### src/include/fcore_defines.svh
`ifndef FCORE_DEFINES_SVH
`define FCORE_DEFINES_SVH

// Program counter width, the program store holds 2**PC_WIDTH words
`define FCORE_PC_WIDTH 8

// Number of register banks, one per channel
`define FCORE_MAX_CHANNELS 8

// Channel index width
`define FCORE_CHANNEL_WIDTH 3

// Register and data path width
`define FCORE_DATA_WIDTH 16

// Registers in each bank and the width of a register index
`define FCORE_N_REGS 16
`define FCORE_REG_WIDTH 4

`endif

### src/fcore_pkg.sv
`default_nettype none

`include "fcore_defines.svh"

package fcore_pkg;

    // Zero is NOP so that an unwritten program word does nothing
    typedef enum logic [3:0] {
        NOP  = 4'h0,
        ADD  = 4'h1,
        SUB  = 4'h2,
        MUL  = 4'h3,
        LDI  = 4'h4,
        STOP = 4'hF
    } opcode_e;

    // Instruction word as the host writes it, 32 bits
    typedef struct packed {
        opcode_e                     opcode;
        logic [`FCORE_REG_WIDTH-1:0] dest;
        logic [`FCORE_REG_WIDTH-1:0] src_a;
        logic [`FCORE_REG_WIDTH-1:0] src_b;
        logic [`FCORE_DATA_WIDTH-1:0] imm;
    } instr_t;

    // Control unit to program memory
    typedef struct packed {
        logic                            valid;
        logic [`FCORE_PC_WIDTH-1:0]      pc;
        logic [`FCORE_CHANNEL_WIDTH-1:0] channel;
    } issue_t;

    // Program memory to decoder
    typedef struct packed {
        logic                            valid;
        logic [`FCORE_CHANNEL_WIDTH-1:0] channel;
        instr_t                          instr;
    } fetch_t;

    // Decoder to register file
    typedef struct packed {
        logic                             valid;
        logic [`FCORE_CHANNEL_WIDTH-1:0]  channel;
        opcode_e                          op;
        logic [`FCORE_REG_WIDTH-1:0]      dest;
        logic [`FCORE_REG_WIDTH-1:0]      src_a;
        logic [`FCORE_REG_WIDTH-1:0]      src_b;
        logic [`FCORE_DATA_WIDTH-1:0]     imm;
    } decoded_t;

    // Register file to executor, for LDI the immediate rides in b
    typedef struct packed {
        logic                             valid;
        logic [`FCORE_CHANNEL_WIDTH-1:0]  channel;
        opcode_e                          op;
        logic [`FCORE_REG_WIDTH-1:0]      dest;
        logic [`FCORE_DATA_WIDTH-1:0]     a;
        logic [`FCORE_DATA_WIDTH-1:0]     b;
    } operand_t;

    // Executor back to the register file
    typedef struct packed {
        logic                             valid;
        logic [`FCORE_CHANNEL_WIDTH-1:0]  channel;
        logic [`FCORE_REG_WIDTH-1:0]      dest;
        logic [`FCORE_DATA_WIDTH-1:0]     data;
    } writeback_t;

endpackage

`default_nettype wire

### src/fcore_executor.sv
`timescale 1ns/1ps
`default_nettype none

`include "fcore_defines.svh"

module fcore_executor (
    input  wire                             clock,
    input  wire                             arst_n,
    input  wire fcore_pkg::operand_t        operands,
    output fcore_pkg::writeback_t           writeback
);

    import fcore_pkg::*;

    logic [`FCORE_DATA_WIDTH-1:0]    result;
    logic                            writes;
    logic                            wb_valid;
    logic [`FCORE_CHANNEL_WIDTH-1:0] wb_channel;
    logic [`FCORE_REG_WIDTH-1:0]     wb_dest;
    logic [`FCORE_DATA_WIDTH-1:0]    wb_data;

    // All arithmetic wraps at the data width
    always_comb begin
        result = '0;
        writes = 1'b0;
        case (operands.op)
            ADD: begin
                result = operands.a + operands.b;
                writes = 1'b1;
            end
            SUB: begin
                result = operands.a - operands.b;
                writes = 1'b1;
            end
            MUL: begin
                // Sized to the data width, so only the low half of the product remains
                result = operands.a * operands.b;
                writes = 1'b1;
            end
            LDI: begin
                result = operands.b;
                writes = 1'b1;
            end
            default: begin
                result = '0;
                writes = 1'b0;
            end
        endcase
    end

    always_ff @(posedge clock or negedge arst_n) begin
        if (!arst_n) begin
            wb_valid <= 1'b0;
        end else begin
            wb_valid <= operands.valid && writes;
        end
    end

    always_ff @(posedge clock) begin
        wb_channel <= operands.channel;
        wb_dest    <= operands.dest;
        wb_data    <= result;
    end

    assign writeback = '{valid: wb_valid, channel: wb_channel, dest: wb_dest, data: wb_data};

endmodule

`default_nettype wire

### config.mk
export PLATFORM = sky130hd
export DESIGN_NAME = fcore_executor
export DESIGN_NICKNAME = d
export VERILOG_FILES = /design/src/fcore_pkg.sv /design/src/fcore_executor.sv
export VERILOG_INCLUDE_DIRS = /design/src /design/src/include
export SDC_FILE = /design/constraint.sdc
export NUM_CORES = 1
export LEC_CHECK = 0
export BUFFER_PORTS_ARGS = -buffer_cell sky130_fd_sc_hd__buf_4
export CORE_ASPECT_RATIO = 2
export CORE_MARGIN = 1.5
export CORE_UTILIZATION = 60
export DETAILED_ROUTE_END_ITERATION = 7
export PLACE_DENSITY = 0.82
export SYNTH_ARGS = -nofsm -noshare
export SYNTH_HDL_FRONTEND = slang
export SYNTH_SLANG_ARGS = --single-unit
### constraint.sdc
create_clock -name clock -period 0.9 [get_ports clock]
set_input_delay 0.09 -clock clock [delete_from_list [all_inputs] [get_ports clock]]
set_output_delay 0.09 -clock clock [all_outputs]
set_load 0.01 [all_outputs]
==> out/results.txt, run 1 <==
run status = aborted with a tool error
step where the flow halted = 5_1_grt
first error in the log = [ERROR GRT-0232] Routing congestion too high. Check the congestion heatmap in the GUI.
number of top-level pins = 70
most used flip-flop cell after synthesis = sky130_fd_sc_hd__dfxtp_1
commonest cells in the netlist = sky130_fd_sc_hd__inv_1, sky130_fd_sc_hd__nand2_1, sky130_fd_sc_hd__fa_1, sky130_fd_sc_hd__and2_1, sky130_fd_sc_hd__ha_1
most frequent cell after synthesis = sky130_fd_sc_hd__inv_1
All-Layer GR Usage = 0.832
average cell area after synthesis = 8.51 µm²
number of enable flip-flop cells after synthesis = 0
DP Wirelength = 17.5 mm
Overflow after GRT = 216
CTS Root Buffer Type = sky130_fd_sc_hd__clkbuf_16
Site Rows = 50
dominant cells by area after synthesis = sky130_fd_sc_hd__fa_1, sky130_fd_sc_hd__ha_1, sky130_fd_sc_hd__dfxtp_1
number of distinct library cells after synthesis = 59
Syn Std Cell Area = 5850 µm²
Die Ht = 143 µm
Seq/Total Area, Yosys = 0.0830
Buffers on Ports = 69
synthesis-stage register bit count = 24
last reported worst endpoint of the global-route repair pass = wb_data[15]$_DFF_P_/D
global placement routability congestion = 1.00
classification of the worst endpoint = register data pin
Synth warnings = 0
buffer levels on the longest clock path = 2
cell taking the most area after synthesis = sky130_fd_sc_hd__fa_1
share of the synthesized area in the top cell type = 0.277
Die W = 72.8 µm
syn_nets = 881
proportion of register bits with asynchronous set or reset after synthesis = 0.0417
Initial Util = 0.619
H-tree lvl count = 1
CTS Sinks = 24
clock buffers created by TritonCTS = 3
pre-CTS WS = -4.05 ns
pin count of the biggest net entering global routing = 17
cell count after synthesis = 688
Post-DP Area = 7640 µm²
layer usage:
layer,GRT usage,GRT overflow
met1,0.793,4
met2,1.01,134
met3,0.638,0
met4,0.955,78
met5,0.106,0
per-stage QoR:
step,hold WS (ns),std cells,TNS [ns],utilization
2_1_floorplan,-0.206,688,-39.27,-
3_3_place_gp,-0.135,993,-45.20,0.809
4_1_cts,0.0920,1019,-40.20,0.890
3_5_place_dp,-0.134,993,-46.20,0.809
logic make-up after synthesis:
group | after synthesis | share of synthesized area
AOI/OAI and AO/OA | 86 | 0.109
xor gates and xnor gates | 62 | 0.0951
adders and majority gates | 147 | 0.418
buffers and inverters | 148 | 0.0996
DFF | 24 | 0.0830
muxes | 1 | 0.00171
and+or+nand+nor | 220 | 0.193
repair_timing:
action / in CTS
buffers inserted: 13
hold buffers: 8
setup endpoints to repair: 16
gates cloned: 1
hold endpoints to repair: 8
gates resized for setup: 106
pin swaps: 37
==> inputs of run 2 (changes only) <==
--- a/config.mk
+++ b/config.mk
@@ -7,11 +7,10 @@
 export NUM_CORES = 1
 export LEC_CHECK = 0
 export BUFFER_PORTS_ARGS = -buffer_cell sky130_fd_sc_hd__buf_4
-export CORE_ASPECT_RATIO = 2
 export CORE_MARGIN = 1.5
-export CORE_UTILIZATION = 60
+export CORE_UTILIZATION = 40
 export DETAILED_ROUTE_END_ITERATION = 7
-export PLACE_DENSITY = 0.82
+export PLACE_DENSITY_LB_ADDON = 0.15
 export SYNTH_ARGS = -nofsm -noshare
 export SYNTH_HDL_FRONTEND = slang
 export SYNTH_SLANG_ARGS = --single-unit
==> run 2 against run 1 <==
Compared with the run above:
- the flow now finishes, with violations (setup timing)
- area after synthesis unchanged
- synthesized cell count unchanged
==> out/results.txt, run 2 <==
run status = complete, but fails checks
violated checks = setup timing
final hold viol count = 0
adder-cell share of the synthesized area = 0.418
CP top delay family = adder cells
Overflow after GRT = 0
pins over their slew limit = 0
final wirelength = 18.9 mm
Site Rows = 44
clock buffers created by TritonCTS = 3
synthesis-stage register bit count = 24
buffer levels on the longest clock path = 2
All-Layer GR Usage = 0.258
dominant cells by area after synthesis = sky130_fd_sc_hd__fa_1, sky130_fd_sc_hd__ha_1, sky130_fd_sc_hd__dfxtp_1
relative max-transition margin = 0.744
DRC violations left = 0
static leakage = 4.14 nW
mean number of vias per cell = 4.98
number of enable flip-flop cells after synthesis = 0
cell with the biggest individual delay on the critical path = sky130_fd_sc_hd__fa_1
chain of cells forming the critical path = buf_4 -> and2_1 -> fa_1 -> inv_1 -> fa_1 -> inv_1 -> fa_1 -> fa_1 -> fa_1 -> inv_1 -> fa_1 -> inv_1 -> ha_1 -> or2_4 -> a21oi_2 -> a31oi_2 -> xnor2_1 -> o221ai_1
worst vdd ir = 2240 µV
Buffers on Ports = 69
placeable core area = 14400 µm²
syn_nets = 881
largest reg by FF count = wb_data
commonest cells in the netlist = sky130_fd_sc_hd__inv_1, sky130_fd_sc_hd__nand2_1, sky130_fd_sc_hd__fa_1, sky130_fd_sc_hd__and2_1, sky130_fd_sc_hd__ha_1
most common library cell in the layout ignoring fill and taps = sky130_fd_sc_hd__buf_4
start-to-end type of the worst setup path = in2reg
mux cell area share after synthesis = 0.00171
cell taking the most area after synthesis = sky130_fd_sc_hd__fa_1
cell count after synthesis = 688
max reg flops = 16
top library cells by usage in the layout, fill and taps aside = sky130_fd_sc_hd__buf_4, sky130_fd_sc_hd__inv_1, sky130_fd_sc_hd__nand2_1
number of antenna violations at the first check in global routing = 0
overall via count from detail_route = 5389
Diodes inserted = 0
registers with the highest flip-flop counts = wb_data x16, wb_dest x4, wb_channel x3
Syn Std Cell Area = 5850 µm²
crit start category = primary input
peak fanout along the critical path = 6
relative area change from synthesis to final layout = 48.5%
endpoint type of the worst setup path = register
average cell area after synthesis = 8.51 µm²
crit path buf inv count = 5
Initial Util = 0.406
clock tree from TritonCTS = built
CTS Root Buffer Type = sky130_fd_sc_hd__clkbuf_16
largest family of logic cells by synthesized area = adder cells
Synth Area in Simple Gates = 0.193
ratio of cells with drive above 1 in the final layout = 0.391
Slowest Stage Delay on Critical Path = 0.55 ns
share of the synthesized area in the top cell type = 0.277
Final setup viols = 15
compound-cell area share of the yosys netlist = 0.109
Die Ht = 124 µm
Die Outline Area = 15400 µm²
Post-Route Utilization = 0.603
Seq/Total Area, Yosys = 0.0830
DP Wirelength = 15.3 mm
H-tree lvl count = 1
Die W = 124 µm
most common cell type on the critical path = sky130_fd_sc_hd__fa_1
actual transition at the worst max-transition pin = 0.378 ns
violation count after the first detailed-route iteration = 178
post-layout minimum cycle time = 4.51 ns
Post-DRT Antenna Nets = 0
maxcap violations = 0
most used flip-flop cell after synthesis = sky130_fd_sc_hd__dfxtp_1
Synth Area in XOR/XNOR = 0.0951
iteration count of the initial detailed-routing pass = 5
clock slew at reported path FFs = 0.06 ns
first-pass GRT wire length = 30.1 mm
CTS Sinks = 24
Hold Crit Class = in2reg
pwr dens = 2680 nW/µm²
fmax = 222 MHz
ratio of final minimum period to clock period = 5.01
via count of the first global-routing pass = 5939
most frequent cell after synthesis = sky130_fd_sc_hd__inv_1
Final #Nets = 1092
setup repair after global routing missed its margin = true
CP arrival = 4.65 ns
global placement routability congestion = 0.924
number of top-level pins = 70
final setup margin = -3.61 ns
Total Negative Setup Slacks = -38.84 ns
proportion of register bits with asynchronous set or reset after synthesis = 0.0417
average wire per standard cell = 17.5 µm
Synth warnings = 0
pin count of the biggest net entering global routing = 17
number of distinct library cells after synthesis = 59
required arrival time at the worst endpoint = 1.04 ns
run 2: through the flow:
stage	hold WS, ns	setup WS [ns]	power (mW)	cell area (µm²)	instances
final	0.0878	-3.61	23.3	8690	1082
after global routing	0.0951	-3.73	25.5	8690	1082
after detailed placement	-0.134	-3.99	19.5	7750	1051
after global placement	-0.135	-3.92	19.1	7750	1051
after floorplan	-0.206	-3.79	13.9	6180	688
after CTS	0.0850	-3.60	22.4	8470	1084
run 2: where the power goes:
part	switching (mW)	internal, mW	total [mW]
Sequential	0.0789	1.25	1.32
Combinational	9.86	11.0	20.9
Clock	0.385	0.680	1.06
Total	10.3	12.9	23.3
run 2: final timing paths:
kind	startpoint	end	depth (start not counted)
worst max-delay path	operands[25]	wb_data[15]	18
min in group asynchronous	arst_n	wb_valid	2
worst min-delay path	operands[43]	wb_valid	2
max in group asynchronous	arst_n	wb_valid	2
run 2: metal layers:
layer,up-vias,part of all wire,GRT usage
li1,2585,-,-
met1,2662,0.43,0.335
met2,114,0.52,0.464
met3,28,0.028,0.0174
met4,0,0.024,0.0682
met5,-,0,0
run 2: logic make-up after synthesis:
group,after synthesis
simple gates,220
flops,24
fa+ha+maj,147
xor+xnor,62
buf+inv,148
compound gates,86
mux,1
run 2: area by class of cell:
type / count / area (µm²)
repair buffers: 234 / 2100
well taps: 184 / 230
clock buffers: 4 / 88.8
fillers: 1319 / 5730
multi-input cells: 516 / 5330
flip-flops and latches: 24 / 485
inverters: 120 / 455
run 2: repair_timing:
action,in CTS,in global routing
gates cloned,2,0
hold buffers,8,0
setup buffers,20,3
hold endpoints to repair,8,0
pin swaps,53,40
setup endpoints to repair,16,16
gates resized for setup,95,50
Power figures use the tool's default switching activity.
