### config.mk
export PLATFORM = sky130hd
export DESIGN_NAME = fcore_control_unit
export DESIGN_NICKNAME = d
export VERILOG_FILES = /design/src/fcore_pkg.sv /design/src/fcore_control_unit.sv
export VERILOG_INCLUDE_DIRS = /design/src /design/src/include
export SDC_FILE = /design/constraint.sdc
export NUM_CORES = 1
export LEC_CHECK = 0
export ABC_AREA = 1
export BUFFER_PORTS_ARGS = -buffer_cell sky130_fd_sc_hd__clkbuf_2
export CORE_MARGIN = 5
export CORE_UTILIZATION = 48
export CTS_BUF_LIST = sky130_fd_sc_hd__clkbuf_2
export CTS_CLUSTER_DIAMETER = 40
export CTS_CLUSTER_SIZE = 40
export DETAILED_ROUTE_END_ITERATION = 8
export PLACE_DENSITY = 0.72
export SYNTH_ARGS = -nofsm -noshare
export SYNTH_HDL_FRONTEND = slang
export SYNTH_SLANG_ARGS = --single-unit
export TNS_END_PERCENT = 1
### constraint.sdc
create_clock -name clock -period 1.5 [get_ports clock]
set_input_delay 0.075 -clock clock [delete_from_list [all_inputs] [get_ports clock]]
set_output_delay 0.075 -clock clock [all_outputs]
set_load 0.1 [all_outputs]
### src/include/fcore_defines.svh
`ifndef FCORE_DEFINES_SVH
`define FCORE_DEFINES_SVH

// Program counter width, the program store holds 2**PC_WIDTH words
`define FCORE_PC_WIDTH 8

// Number of register banks, one per channel
`define FCORE_MAX_CHANNELS 8

// Channel index width
`define FCORE_CHANNEL_WIDTH 3

// Register and data path width
`define FCORE_DATA_WIDTH 16

// Registers in each bank and the width of a register index
`define FCORE_N_REGS 16
`define FCORE_REG_WIDTH 4

`endif

### src/fcore_pkg.sv
`default_nettype none

`include "fcore_defines.svh"

package fcore_pkg;

    // Zero is NOP so that an unwritten program word does nothing
    typedef enum logic [3:0] {
        NOP  = 4'h0,
        ADD  = 4'h1,
        SUB  = 4'h2,
        MUL  = 4'h3,
        LDI  = 4'h4,
        STOP = 4'hF
    } opcode_e;

    // Instruction word as the host writes it, 32 bits
    typedef struct packed {
        opcode_e                     opcode;
        logic [`FCORE_REG_WIDTH-1:0] dest;
        logic [`FCORE_REG_WIDTH-1:0] src_a;
        logic [`FCORE_REG_WIDTH-1:0] src_b;
        logic [`FCORE_DATA_WIDTH-1:0] imm;
    } instr_t;

    // Control unit to program memory
    typedef struct packed {
        logic                            valid;
        logic [`FCORE_PC_WIDTH-1:0]      pc;
        logic [`FCORE_CHANNEL_WIDTH-1:0] channel;
    } issue_t;

    // Program memory to decoder
    typedef struct packed {
        logic                            valid;
        logic [`FCORE_CHANNEL_WIDTH-1:0] channel;
        instr_t                          instr;
    } fetch_t;

    // Decoder to register file
    typedef struct packed {
        logic                             valid;
        logic [`FCORE_CHANNEL_WIDTH-1:0]  channel;
        opcode_e                          op;
        logic [`FCORE_REG_WIDTH-1:0]      dest;
        logic [`FCORE_REG_WIDTH-1:0]      src_a;
        logic [`FCORE_REG_WIDTH-1:0]      src_b;
        logic [`FCORE_DATA_WIDTH-1:0]     imm;
    } decoded_t;

    // Register file to executor, for LDI the immediate rides in b
    typedef struct packed {
        logic                             valid;
        logic [`FCORE_CHANNEL_WIDTH-1:0]  channel;
        opcode_e                          op;
        logic [`FCORE_REG_WIDTH-1:0]      dest;
        logic [`FCORE_DATA_WIDTH-1:0]     a;
        logic [`FCORE_DATA_WIDTH-1:0]     b;
    } operand_t;

    // Executor back to the register file
    typedef struct packed {
        logic                             valid;
        logic [`FCORE_CHANNEL_WIDTH-1:0]  channel;
        logic [`FCORE_REG_WIDTH-1:0]      dest;
        logic [`FCORE_DATA_WIDTH-1:0]     data;
    } writeback_t;

endpackage

`default_nettype wire

### src/fcore_control_unit.sv
`timescale 1ns/1ps
`default_nettype none

`include "fcore_defines.svh"

module fcore_control_unit (
    input  wire                             clock,
    input  wire                             arst_n,
    input  wire                             run,
    input  wire [`FCORE_CHANNEL_WIDTH:0]    n_channels,
    input  wire                             core_stop,
    output fcore_pkg::issue_t               issue,
    output logic                            busy,
    output logic                            done
);

    import fcore_pkg::*;

    // DRAIN covers the single cycle between the stop leaving RUN and done
    typedef enum logic [1:0] {
        IDLE,
        RUN,
        DRAIN
    } state_e;

    state_e                          state;
    logic [`FCORE_PC_WIDTH-1:0]      pc_count;
    logic [`FCORE_CHANNEL_WIDTH-1:0] channel_count;
    logic                            last_channel;

    // Channel count is one wider than the index so that 8 channels fit
    assign last_channel = ({1'b0, channel_count} == (n_channels - 1'b1));

    // Every cycle in RUN issues the (pc, channel) pair held in the counters
    assign issue.valid   = (state == RUN);
    assign issue.pc      = pc_count;
    assign issue.channel = channel_count;

    assign busy = (state != IDLE);

    always_ff @(posedge clock or negedge arst_n) begin
        if (!arst_n) begin
            state         <= IDLE;
            pc_count      <= '0;
            channel_count <= '0;
            done          <= 1'b0;
        end else begin
            done <= 1'b0;
            case (state)
                IDLE: begin
                    // Counters restart so every run begins at pc 0, channel 0
                    if (run) begin
                        state         <= RUN;
                        pc_count      <= '0;
                        channel_count <= '0;
                    end
                end
                RUN: begin
                    // Walk all active channels before moving to the next instruction
                    if (last_channel) begin
                        channel_count <= '0;
                        pc_count      <= pc_count + 1'b1;
                    end else begin
                        channel_count <= channel_count + 1'b1;
                    end
                    // The decoder squashes whatever was issued after the STOP
                    if (core_stop) begin
                        state <= DRAIN;
                    end
                end
                DRAIN: begin
                    // Last real write-back lands on this edge, so done is safe here
                    state <= IDLE;
                    done  <= 1'b1;
                end
                default: begin
                    state <= IDLE;
                end
            endcase
        end
    end

    // A run needs at least one and at most MAX_CHANNELS active channels
    a_run_channels: assert property (@(posedge clock) disable iff (!arst_n)
        (run && !busy) |-> (n_channels != '0 && n_channels <= `FCORE_MAX_CHANNELS));

    // After a STOP issuing ends at once and done follows exactly two cycles later
    a_stop_to_done: assert property (@(posedge clock) disable iff (!arst_n)
        core_stop |=> (busy && !issue.valid) ##1 (done && !busy && !issue.valid));

endmodule

`default_nettype wire

After elaboration in Yosys (flattened, before gate mapping). Cells that the tools add are included.

Register bits after elaboration: 14. Bits in latches: 0. RAM bits: 0. ROM bits: 0. Input bits: 8. Output and inout port bits: 14. Word-level logic and storage cells: 29. Memories: 0.

Add/sub/neg operators: 3. Multipliers: 0. Div/mod/pow operators: 0. Order comparisons: 0. Equality and inequality tests: 6. Shift operators: 0. Mux-type cells: 10. Bitwise gates (word level): 0. Reductions and logical operators: 6.

Operators with widths (count): $mux W8 (2); $pmux W8 S2 (1); $add A8 B1 Y8 const B (1); $mux W3 (2); $pmux W3 S2 (1); $eq A3 B4 Y1 (1); $mux W2 (2); $ne A2 B2 Y1 const B (2); $pmux W2 S2 (1); $reduce_and A2 Y1 (2); $reduce_bool A2 Y1 (2); $sub A4 B1 Y4 const B (1); $add A3 B1 Y3 const B (1); $reduce_and A3 Y1 (1); $eq A2 B1 Y1 const B (1); $eq A2 B2 Y1 const B (1); $logic_not A2 Y1 (1); $ne A2 B1 Y1 const B (1); $mux W1 (1).

Logic depth before layout (Yosys ltp).
Word-level depth: 4. Gate-level depth with buffers: 12. Depth with buffers taken out: 12.

Worst setup path after synthesis. Ideal clock, no wire load.

Path type: register -> register. From: register pc_count[1]. To: register pc_count[6]. Library setup time: 69 ps. Arrival time: 1855 ps. Data required time: 1431 ps. Slack: -424 ps. Cell stages (with the launch flop): 10. Path buffers: 0. Clock period less this slack: 1924 ps. Cell sequence: dfrtp_1 -> ha_1 -> nand2_1 -> nor2_2 -> nand2_1 -> nand2_1 -> nand2_1 -> nor2_1 -> nand3_1 -> nand2_1.

Word-level cells in the longest chain between the ends: 3.

Ends and longest elaborated chain: from (decl) (RTL line fcore_control_unit.sv:27) `` logic [`FCORE_PC_WIDTH-1:0] pc_count; ``; from (signal assigned) (RTL line fcore_control_unit.sv:62) `pc_count <= pc_count + 1'b1;`; $add A8 B1 Y8 (RTL line fcore_control_unit.sv:62); $mux W8 (RTL line fcore_control_unit.sv:60) `if (last_channel) begin`; $pmux W8 S2 (RTL line fcore_control_unit.sv:49) `case (state)`.

Every way passes these cells. The select of a mux whose other input is x is not followed. A chain may end at the register's enable or synchronous reset.

Worst setup path after layout.
From: register state[0]. To: output busy.

Word-level cells in the longest chain between the ends: 1.

Ends and longest elaborated chain: from (decl) (RTL line fcore_control_unit.sv:26) `state_e state;`; from (signal assigned) (RTL line fcore_control_unit.sv:43) `state <= IDLE;`; from (signal assigned) (RTL line fcore_control_unit.sv:53) `state <= RUN;`; from (signal assigned) (RTL line fcore_control_unit.sv:68) `state <= DRAIN;`; $reduce_bool A2 Y1 (RTL line fcore_control_unit.sv:39) `assign busy = (state != IDLE);`; to (decl) (RTL line fcore_control_unit.sv:13) `output logic busy,`.

Every way passes these cells.

==> results.cfg <==
[setup_path]
worst_setup_path_start_kind = flip-flop
worst_setup_path_end_kind = output pin
slowest_stage = sky130_fd_sc_hd__dfrtp_1
cp_data_required_time_ps = 1420
crit_arrival_ps = 1350
setup.worst_path.class = reg2out
r2r.worst_path.cells = 8
cpPeakStageDelay_ps = 420
timing.critical_path.cells = or2_4 > clkbuf_2
worstPathMaxFanout = 3

[sta]
grt_setup_unrepaired = no
timing.final.crit_period_ps = 1420
post-route-period-util_pct = 94.9
finalHoldWorstSlack_ps = 194
final-setup-viol-count = 0
final-max-slew-violation-count = 0
setup_ws_final_ps = 76.0
final.setup_skew_ps = 11.7
hold_violations = 0
worst_pin_slew_ps = 544
slew_headroom_pct = 63.9
clock.fmax_ghz = 0.702

[routing]
total_length_of_routed_wires_mm = 1.94
drt-vias-per-instance = 4.89
drc = 0
wire_per_inst_um = 10.4
antenna_violating_nets_post_route = 0
drt_first_pass_iters = 5
drtIter0Drc = 30
routed-via-count = 909

[clock_network]
ctsHtreeMaxLevel = 1
post-cts-setup-buffers = 0
numCtsBuffers = 3
cts-resized-gates = 0
cts.reportedPaths.clkPinSlew_ps = 150
clk_root_buffer_cell = sky130_fd_sc_hd__clkbuf_2
cts_tree = built
clock_insertion_delay_worst_skew_ps = 290
clk_path_buf_depth = 2
cts_sinks = 14

[synthesis]
number_of_different_library_cells_in_the_post_synthesis_netlist = 23
yosysSeqAreaShare_pct = 37.1
synthesis.instances = 132
synthesis.nets = 143
synthesis.area_per_instance_um2 = 7.16
netlist_area_um2 = 945
ys_warn_count = 0
ys_ff_latch = 14

[finish]
antenna-diode-count = 0
postLayoutCoreUtil_pct = 59.8
area_growth_syn_to_layout_pct = 21.7
mostFrequentLayoutCell = sky130_fd_sc_hd__nand2_1
layout_common_cells = sky130_fd_sc_hd__nand2_1, sky130_fd_sc_hd__clkbuf_2, sky130_fd_sc_hd__nand3_1
finalInstanceArea_mm2 = 0.00115
final_net_count = 171
post_route_cells_drive_above_1_share_pct = 34.6

[min_path]
hold_path_class = in2async

[grt]
globalRouteTotalUtil_pct = 15.8
grt_antenna_before_repair = 0
first_global_vias = 815
use_met1_pct = 19.6
global_route.peak_usage_layer = met2
largest_net_degree_at_the_start_of_global_routing = 15
grt-ovfl-total = 0
globalRouteMet3Util_pct = 2.45
grt.met2_usage_pct = 26.1
grt_first_pass_wirelength_mm = 3.42

[floorplan]
die_area_mm2 = 0.00296
chipHeight_um = 54.4
die_width_um = 54.4
start_util_pct = 49.2
coreArea_mm2 = 0.00192
num_rows = 16
ios = 22

[placed_design]
setup_slack_at_placement_ps = 147
postPlaceCellArea_mm2 = 0.00111
gp_congestion = 0.827
hpwl_mm = 1.53
numPortBuffers = 21

[job]
max_cap_viol_count = 0

[pwr]
p_seq_share_pct = 29.7
cellLeakagePower_nw = 0.638
post-layout-total-power_mw = 1.74
worst_ir_drop_vdd_mv = 1.34
clock_network_fraction_of_total_power_pct = 10.9
sw_frac_of_total_pct = 58.0
power.share.combinational_pct = 59.4
power.switching_mw = 1.01
power-per-cell-area_mw_per_mm2 = 1510
power.internal_uw = 729

[status]
outcome = finished clean
==> sequential cells by signal, indices dropped and copies added (netlist names) <==
name           cells
pc_count           8
done               1
channel_count      3
state              2
==> kinds of logic after synthesis <==
logic type | count (synthesis) | synth area share [%]
compound gates | 4 | 3.57
xor+xnor | 1 | 0.927
fa+ha+maj | 3 | 3.97
buf+inv | 25 | 10.1
flops | 14 | 37.1
simple gates | 85 | 44.4
==> worst max-delay path, delay by kind of cell (launching register included) <==
kind	cells	cell delay [ps]
buffers and inverters	1	370
DFF	1	420
and+or+nand+nor	1	270
==> power groups by stage <==
| stage | registers [mW] | clock network [mW] | logic [mW] |
|---|---|---|---|
| 6_report | 0.515 | 0.189 | 1.03 |
| 5_1_grt | 0.529 | 0.208 | 1.10 |
| 4_1_cts | 0.515 | 0.194 | 1.04 |
| 3_5_place_dp | 0.523 | 0 | 1.03 |
| 3_3_place_gp | 0.522 | 0 | 1.02 |
| 2_1_floorplan | 0.861 | 0 | 0.495 |
==> synth_stat cells, drive strengths merged <==
cell type / count / share of area (%)
nor2: 14 / 7.7
nor3b: 1 / 0.79
o21ai: 2 / 1.1
dfrtp: 14 / 37
inv: 24 / 9.5
nand2: 39 / 17
nand3: 24 / 15
xor2: 1 / 0.93
ha: 3 / 4.0
nand4: 2 / 1.3
clkinv: 1 / 0.53
nor3: 3 / 1.6
a21oi: 1 / 0.53
o21bai: 1 / 2.0
or2: 2 / 1.6
==> cell type report <==
class                      instances  area, µm²
fill                             190        772
multi-input combinational         93        499
sequential                        14        363
timing repair buffer              23        140
inverter                          25       95.1
tap                               27       33.8
clock buffer                       3       15.0
clock inverter                     1       3.75
==> per-layer routing <==
| layer | share of wire [%] | vias up |
|---|---|---|
| met2 | 47 | 26 |
| li1 | - | 471 |
| met4 | 2.8 | 0 |
| met5 | 0 | - |
| met1 | 45 | 405 |
| met3 | 5.2 | 7 |
==> through the flow <==
step                      instances  setup TNS [ps]
after floorplan                 132            -154
after global placement          180               0
after detailed placement        180               0
after CTS                       186               0
after global routing            186               0
final                           186               0
==> path summary, 6_finish.rpt <==
path | slack (ps) | end | start
worst max-delay path | 80 | busy | state[0]
worst min-delay path | 190 | pc_count[7] | arst_n
worst max register to register | 220 | pc_count[4] | pc_count[0]
worst min register to register | 480 | done | state[0]
max in group asynchronous | 1020 | pc_count[3] | arst_n
min in group clock | 220 | channel_count[2] | run
==> timing repair <==
item / 4_1_cts / 5_1_grt
hold endpoints to repair: 16 / 0
hold buffers: 2 / 0
setup endpoints to repair: 0 / 0
Note: power is estimated with default switching activity, not from simulation.
