==> config.mk <==
export PLATFORM = sky130hd
export DESIGN_NAME = fcore_decoder
export DESIGN_NICKNAME = d
export VERILOG_FILES = /design/src/fcore_pkg.sv /design/src/fcore_decoder.sv
export VERILOG_INCLUDE_DIRS = /design/src /design/src/include
export SDC_FILE = /design/constraint.sdc
export NUM_CORES = 1
export LEC_CHECK = 0
export ABC_AREA = 1
export BUFFER_PORTS_ARGS = -buffer_cell sky130_fd_sc_hd__buf_2
export CORE_ASPECT_RATIO = 0.6
export CORE_MARGIN = 3
export CORE_UTILIZATION = 37
export CTS_BUF_LIST = sky130_fd_sc_hd__clkbuf_2
export DETAILED_ROUTE_END_ITERATION = 10
export HOLD_SLACK_MARGIN = 0.03
export PLACE_DENSITY_LB_ADDON = 0.12
export SLEW_MARGIN = 25
export SYNTH_ARGS = -nofsm -noshare
export SYNTH_HDL_FRONTEND = slang
export SYNTH_SLANG_ARGS = --single-unit
==> constraint.sdc <==
create_clock -name clock -period 0.8 [get_ports clock]
set_input_delay 0.16 -clock clock [delete_from_list [all_inputs] [get_ports clock]]
set_output_delay 0.16 -clock clock [all_outputs]
set_load 0.005 [all_outputs]
==> src/include/fcore_defines.svh <==
`ifndef FCORE_DEFINES_SVH
`define FCORE_DEFINES_SVH

// Program counter width, the program store holds 2**PC_WIDTH words
`define FCORE_PC_WIDTH 8

// Number of register banks, one per channel
`define FCORE_MAX_CHANNELS 8

// Channel index width
`define FCORE_CHANNEL_WIDTH 3

// Register and data path width
`define FCORE_DATA_WIDTH 16

// Registers in each bank and the width of a register index
`define FCORE_N_REGS 16
`define FCORE_REG_WIDTH 4

`endif

==> src/fcore_pkg.sv <==
`default_nettype none

`include "fcore_defines.svh"

package fcore_pkg;

    // Zero is NOP so that an unwritten program word does nothing
    typedef enum logic [3:0] {
        NOP  = 4'h0,
        ADD  = 4'h1,
        SUB  = 4'h2,
        MUL  = 4'h3,
        LDI  = 4'h4,
        STOP = 4'hF
    } opcode_e;

    // Instruction word as the host writes it, 32 bits
    typedef struct packed {
        opcode_e                     opcode;
        logic [`FCORE_REG_WIDTH-1:0] dest;
        logic [`FCORE_REG_WIDTH-1:0] src_a;
        logic [`FCORE_REG_WIDTH-1:0] src_b;
        logic [`FCORE_DATA_WIDTH-1:0] imm;
    } instr_t;

    // Control unit to program memory
    typedef struct packed {
        logic                            valid;
        logic [`FCORE_PC_WIDTH-1:0]      pc;
        logic [`FCORE_CHANNEL_WIDTH-1:0] channel;
    } issue_t;

    // Program memory to decoder
    typedef struct packed {
        logic                            valid;
        logic [`FCORE_CHANNEL_WIDTH-1:0] channel;
        instr_t                          instr;
    } fetch_t;

    // Decoder to register file
    typedef struct packed {
        logic                             valid;
        logic [`FCORE_CHANNEL_WIDTH-1:0]  channel;
        opcode_e                          op;
        logic [`FCORE_REG_WIDTH-1:0]      dest;
        logic [`FCORE_REG_WIDTH-1:0]      src_a;
        logic [`FCORE_REG_WIDTH-1:0]      src_b;
        logic [`FCORE_DATA_WIDTH-1:0]     imm;
    } decoded_t;

    // Register file to executor, for LDI the immediate rides in b
    typedef struct packed {
        logic                             valid;
        logic [`FCORE_CHANNEL_WIDTH-1:0]  channel;
        opcode_e                          op;
        logic [`FCORE_REG_WIDTH-1:0]      dest;
        logic [`FCORE_DATA_WIDTH-1:0]     a;
        logic [`FCORE_DATA_WIDTH-1:0]     b;
    } operand_t;

    // Executor back to the register file
    typedef struct packed {
        logic                             valid;
        logic [`FCORE_CHANNEL_WIDTH-1:0]  channel;
        logic [`FCORE_REG_WIDTH-1:0]      dest;
        logic [`FCORE_DATA_WIDTH-1:0]     data;
    } writeback_t;

endpackage

`default_nettype wire

==> src/fcore_decoder.sv <==
`timescale 1ns/1ps
`default_nettype none

`include "fcore_defines.svh"

module fcore_decoder (
    input  wire                             clock,
    input  wire                             arst_n,
    input  wire fcore_pkg::fetch_t          fetch,
    output fcore_pkg::decoded_t             decoded,
    output logic                            core_stop
);

    import fcore_pkg::*;

    logic                            valid_q;
    logic                            squash;
    logic                            stop_hit;
    logic [`FCORE_CHANNEL_WIDTH-1:0] channel_q;
    instr_t                          instr_q;

    // Only a live STOP counts, a squashed one must not raise a second stop
    assign stop_hit = fetch.valid && !squash && (fetch.instr.opcode == STOP);

    always_ff @(posedge clock or negedge arst_n) begin
        if (!arst_n) begin
            valid_q   <= 1'b0;
            core_stop <= 1'b0;
            squash    <= 1'b0;
        end else begin
            valid_q   <= fetch.valid && !squash;
            core_stop <= stop_hit;
            // Squash holds until the first empty fetch, at most two items later
            if (stop_hit) begin
                squash <= 1'b1;
            end else if (!fetch.valid) begin
                squash <= 1'b0;
            end
        end
    end

    always_ff @(posedge clock) begin
        channel_q <= fetch.channel;
        instr_q   <= fetch.instr;
    end

    // STOP and NOP pass through, the executor gives neither a write
    assign decoded = '{
        valid:   valid_q,
        channel: channel_q,
        op:      instr_q.opcode,
        dest:    instr_q.dest,
        src_a:   instr_q.src_a,
        src_b:   instr_q.src_b,
        imm:     instr_q.imm
    };

    // One STOP per run, and the two items issued behind it never come out
    a_stop_squash: assert property (@(posedge clock) disable iff (!arst_n)
        core_stop |=> (!core_stop && !decoded.valid) ##1 !decoded.valid);

endmodule

`default_nettype wire

* Yosys cells after proc, flatten, opt, wreduce, memory -nomap -nowiden
Cells that the tools add are included.
** Word-level totals
- Flip-flop bits (word level) :: 38
- Input bits :: 38
- Word-level logic and storage cells :: 16
** Operators by class
- Equal/unequal tests :: 2
- Muxes and demuxes :: 2
- Reduce and logical (&&, ||, !) cells :: 3
** Operators by type and width (count)
- $eq 4x4->1 const B :: 1
- $logic_and 1x1->1 :: 2
- $mux 1 :: 2
- $ne 2x1->1 const B :: 1
- $logic_not 1->1 :: 1

* Longest topological paths before layout
Gate-level depths: netlist of the first run.
- Depth after elaboration :: 4
- Gate-level depth with buffers :: 4
- Depth with buffers taken out :: 4

* Least setup slack after synthesis of the first run
No wires, ideal clock.
- Path kind :: reg2reg
- From :: register squash
- To :: register squash
- Arrival :: 0.581 ns
- Setup slack :: 0.154 ns
- Stages on the path, launching flop included :: 4
- Cells stage by stage :: dfrtp_1 -> nor2_2 -> nand2_1 -> nand2_1
** Between the ends
- Longest elaborated chain between the ends :: 4
** Ends and longest elaborated chain
- from (decl) :: line fcore_decoder.sv:17 : logic squash;
- from (signal assigned) :: line fcore_decoder.sv:29 : squash <= 1'b0;
- from (signal assigned) :: line fcore_decoder.sv:35 : squash <= 1'b1;
- from (signal assigned) :: line fcore_decoder.sv:37 : squash <= 1'b0;
- $logic_not 1->1 * :: line fcore_decoder.sv:23 : assign stop_hit = fetch.valid && !squash && (fetch.instr.opcode == STOP);
- $logic_and 1x1->1 * (2 in a row) :: line fcore_decoder.sv:23
- $ne 2x1->1 (no line) or $mux 1 (tied branches)
Mark *: on every way between the ends. The rest lies on a longest branch, timed or not.
A chain may end at the register's enable or synchronous reset.

* Final worst setup path of the first run
- From :: register valid_q
- To :: output port decoded[35] (netlist name)
** RTL lines
- from (decl) :: line fcore_decoder.sv:16 : logic valid_q;
- from (signal assigned) :: line fcore_decoder.sv:31 : valid_q <= fetch.valid && !squash;
- to (decl) :: line fcore_decoder.sv:10 : output fcore_pkg::decoded_t decoded,
No word-level cell between the ends.

==> flow_summary.toml, run 1 <==
[global_routing]
top_usage_layer = "met2"
antenna_found_initial = 0
grt_usage = 0.187
grt_overflow = 0
grt_pass1_vias = 839
grt_first_pass_wirelength_um = 3640
grtUsageMet3 = 0.0617
grt_max_degree = 11
use_met1 = 0.142
use_met2 = 0.388

[critical_path]
crit_chain = "buf_2"
cp-start-kind = "register"
ff2ff_path_depth = 3
crit_family = "flip-flops"
arrival_ps = 880
required_ps = 640
rr_endpoint = "squash"
crit_fanout = 1
worstSetupEndpoint = "decoded[35]"
startpoint = "valid_q"
cp.depth = 1
r2r_start = "squash"
r2r_slack_ps = -10
path_class = "register to output pin"
slowest_delay_ps = 400
critical_path.slowest_cell = "dfrtp_1"
cp-end-kind = "output pin"
cp_num_buf_inv = 1

[clocking]
path_clk_slew_ps = 160
cts.sinks = 38
htree_levels = 2
insertion_delay_ps = 360
cts_made_buffers = 5
cts_max_path_buffers = 2
cts_tree = "yes"
cts-root-buf = "clkbuf_2"

[run_status]
failed_checks = "negative setup slack"
outcome = "finished, violations left"

[timing]
fin_skew_ps = 0.342
layout_setup_ws_ps = -245
hold-worst-slack_ps = 107
maxSlewViolCount = 0
relSlewSlack = 0.888
hold_viol = 0
min_period_ps = 1040
rsz0062_at_grt = "true"
setup_viol = 38
fmax_mhz = 957
final.period_utilization = 1.31
tightest_slew_ps = 169
tns_ps = -6240

[route]
first_iter_violations = 30
via_count = 779
drtPass1Iterations = 4
wl_um = 2720
avgRoutedWirePerCell_um = 14.4
viasPerCell = 4.12
drc = 0
ant_nets = 0

[floorplan]
initial_core_util = 0.417
dieArea_mm2 = 0.00283
coreArea_mm2 = 0.00197
placementRows = 12
die_h_um = 42.5
io-pin-count = 75
dieWidth_um = 66.8

[run]
cap_violations = 0

[placed_design]
gp_congestion = 0.737
post-place-ws_ps = 104
place_hpwl_um = 1410
port_buffers = 74

[power]
power.share.clock = 0.244
power.share.switching = 0.218
power_leakage_nw = 0.838
switchingPower_uw = 692
p_seq_frac = 0.639
power_frac_comb = 0.117
powerDensity_mw_per_mm2 = 1920
p_int_mw = 2.49
peakVddDrop_v = 0.00134

[logic_synthesis]
yosysUniqueCellTypes = 7
synthesis.area_per_instance_um2 = 17.1
yosys_register_bits = 38
ys_seq_area_frac = 0.947
syn_inst = 48
syn-num-nets = 86
syn_area_um2 = 820
ys_warn_count = 0

[final_layout]
n_antenna_cell = 0
n_fill_cell = 99
final_core_util = 0.842
layout-drive-gt1-share = 0.571
synthToLayoutAreaGrowth_pct = 102
nets = 199

[hold_path]
min_path_type = "primary input to async pin"
-- state kept, by name, summed over array words and instances, names as in the netlist --
signal,count
channel_q,3
decoded,32
valid_q,1
squash,1
core_stop,1
-- synth_stat cells --
| library cell | n | share of area |
|---|---|---|
| nor2_1 | 1 | 0.0046 |
| nor2_2 | 1 | 0.0076 |
| inv_1 | 2 | 0.0092 |
| buf_4 | 1 | 0.0092 |
| nand2_1 | 5 | 0.023 |
| dfrtp_1 | 3 | 0.092 |
| dfxtp_1 | 35 | 0.85 |
-- logic make-up (layout without fill, tap and decap cells) --
kind of cell,Yosys count,after routing,share of synthesized area
DFF,38,38,0.947
and+or+nand+nor,7,7,0.0351
buffers and inverters,3,116,0.0183
-- worst min-delay path by stage --
stage	start	cells after the start	endpoint	slack, ps
final	arst_n	2	squash	110
after global routing	arst_n	2	squash	70
after CTS	arst_n	2	squash	80
after detailed placement	arst_n	1	squash	-40
after global placement	arst_n	1	squash	-40
after floorplan	arst_n	0	core_stop	-140
-- cell type report --
type	instances	area, um2	share of cell area
Multi-Input combinational cell	7	33.8	0.0204
Inverter	2	7.51	0.00453
Sequential cell	38	791	0.477
Timing Repair Buffer	107	754	0.455
Clock buffer	7	35.0	0.0211
Tap cell	28	35.0	0.0211
-- stage by stage --
| stage | instance area [um2] | power [mW] | std cells |
|---|---|---|---|
| after detailed placement | 1220 | 2.27 | 149 |
| after global placement | 1220 | 2.26 | 149 |
| final | 1660 | 3.18 | 189 |
| after floorplan | 820 | 2.09 | 48 |
| after global routing | 1660 | 3.32 | 189 |
| after CTS | 1630 | 3.15 | 193 |
-- cells in the final DEF, fill, tap and decap left out, drive strengths merged --
cell | Yosys | final
dfxtp | 35 | 35
buf | 1 | 70
dlygate4sd3 | 0 | 37
inv | 2 | 2
clkbuf | 0 | 7
dfrtp | 3 | 3
nand2 | 5 | 5
nor2 | 2 | 2
-- routing by layer --
| layer | up-vias | share of wire |
|---|---|---|
| met5 | - | 0 |
| met4 | 0 | 0.023 |
| met3 | 11 | 0.087 |
| met2 | 46 | 0.58 |
| met1 | 352 | 0.31 |
| li1 | 370 | - |
-- what timing repair did --
item | in CTS | in global routing
pin swaps | 0 | 4
setup endpoints to repair | 37 | 39
gates resized for setup | 3 | 16
buffers inserted | 0 | 1
hold buffers | 37 | 0
endpoints found under the hold margin | 40 | 0
-- power by group through the flow --
stage / clock, mW / sequential (mW) / combinational (mW)
final: 0.774 / 2.03 / 0.373
after floorplan: 0 / 2.08 / 0.0133
after detailed placement: 0 / 2.06 / 0.210
after CTS: 0.784 / 2.02 / 0.349
after global placement: 0 / 2.06 / 0.206
after global routing: 0.880 / 2.04 / 0.401
No activity file was read; power rests on OpenSTA's default activity.
==> run 2: changes to the inputs <==
MAX_ROUTING_LAYER = met4   (was unset)
clock period = 1.2 ns   (was 0.8 ns; I/O delays follow)
==> run 2 against run 1 <==
Against the previous run:
- the run now ends clean
- worst setup slack gained 330 ps
- flip-flop and latch count did not move
- clock power down 34%
- via count decreased by 1.8%
- design area shrank 2.6%
- non-clock buffer count rose by 3
- first-iteration DRC count fell by 47%
- critical path depth did not move
- final cell count up 1.6%
- clock-buffer cell count unchanged
- routed wire length fell by 7.3%
- largest cell class unchanged
==> flow_summary.toml, run 2 (synthesis gave the netlist of run 1 again) <==
[run_status]
outcome = "completed"

[clocking]
cts_max_path_buffers = 2
path_clk_slew_ps = 160
cts_made_buffers = 5
insertion_delay_ps = 360
ctsResizeCount = 0
cts.sinks = 38
cts-root-buf = "clkbuf_2"
cts_tree = "yes"
htree_levels = 2

[final_layout]
n_antenna_cell = 0
synthToLayoutAreaGrowth_pct = 96.8
layout-drive-gt1-share = 0.500
nets = 202
seq_area_um2 = 776
n_fill_cell = 135
largest_reg_flops = 32
final_common_cell = "buf_2"
final_cell_mix = "buf_2, dlygate4sd3_1, dfxtp_1, clkbuf_2, nand2_1"
multi_input_area_um2 = 28.8
instances_no_fill = 192

[critical_path]
crit_family = "flip-flops"
critical_path.slowest_cell = "dfrtp_1"
crit_fanout = 1
slowest_delay_ps = 400
path_class = "register to output pin"
cp-start-kind = "register"
crit_chain = "buf_2"
cp_num_buf_inv = 1
required_ps = 960
cp-end-kind = "output pin"
arrival_ps = 880

[floorplan]
die_h_um = 42.5
dieWidth_um = 66.8
placementRows = 12
dieArea_mm2 = 0.00283
initial_core_util = 0.417
coreArea_mm2 = 0.00197
io-pin-count = 75

[timing]
final.period_utilization = 0.931
relSlewSlack = 0.889
rsz0062_at_grt = "false"
fmax_mhz = 895
setup_viol = 0
tns_ps = 0
hold_viol = 0
min_period_ps = 1120
tightest_slew_ps = 166
fin_skew_ps = 0.0506
maxSlewViolCount = 0

[power]
power_leakage_nw = 0.839
powerDensity_mw_per_mm2 = 1300
peakVddDrop_v = 0.000903

[route]
wl_um = 2530
drc = 0
avgRoutedWirePerCell_um = 13.2
drtPass1Iterations = 4
first_iter_violations = 16
ant_nets = 0
viasPerCell = 3.98
via_count = 765

[run]
cap_violations = 0

[placed_design]
gp_congestion = 0.795
port_buffers = 74
place_inst = 149

[hold_path]
min_path_type = "primary input to register"

[global_routing]
grt_max_degree = 11
grt_overflow = 0
grt_first_pass_wirelength_um = 3700
grt_usage = 0.192
antenna_found_initial = 0
grt_pass1_vias = 826
[run 2: tightest hold or removal path, delay by kind of cell]
family	cells	cell delay, ps
buffers and inverters	1	100
and+or+nand+nor	2	110
[run 2: cell type report]
cell class                      count  share of cell area
Sequential cell                    38               0.481
Timing Repair Buffer              110               0.453
Clock buffer                        7              0.0217
Tap cell                           28              0.0217
Multi-Input combinational cell      7              0.0178
Inverter                            2             0.00465
[run 2: layer usage]
metal	part of all wire	vias up	track usage
met5	0	-	-
met4	0.022	0	0.109
met3	0.095	8	0.0643
met2	0.55	45	0.370
met1	0.33	338	0.155
li1	-	374	-
[run 2: path summary, 6_finish.rpt]
kind / start / to / slack (ps) / cells past startpoint
worst max-delay path: core_stop / core_stop / 80 / 1
worst min-delay path: fetch[35] / squash / 100 / 3
worst max register to register: squash / squash / 480 / 3
worst min register to register: squash / valid_q / 460 / 1
max in group asynchronous: arst_n / valid_q / 900 / 2
min in group asynchronous: arst_n / core_stop / 200 / 2
[run 2: metrics by stage]
stage / power [mW] / instance area [um2] / worst slack (ps) / util / hold slack, ps
2_1_floorplan: 1.39 / 820 / 502 / - / -55.6
3_3_place_gp: 1.51 / 1220 / 510 / 0.619 / 36.1
3_5_place_dp: 1.51 / 1220 / 495 / 0.619 / 40.0
4_1_cts: 2.11 / 1610 / 64.5 / 0.820 / 70.6
5_1_grt: 2.19 / 1610 / 33.5 / 0.820 / 77.8
6_report: 2.09 / 1610 / 83.0 / 0.820 / 100
[run 2: repair_timing]
action | CTS | global route
hold buffers | 36 | 0
buffers inserted | 0 | 0
hold endpoints to repair | 38 | 0
[run 2: power breakdown]
group          switching [mW]  internal [mW]
clock                   0.361          0.152
sequential             0.0162           1.33
combinational          0.0742          0.162
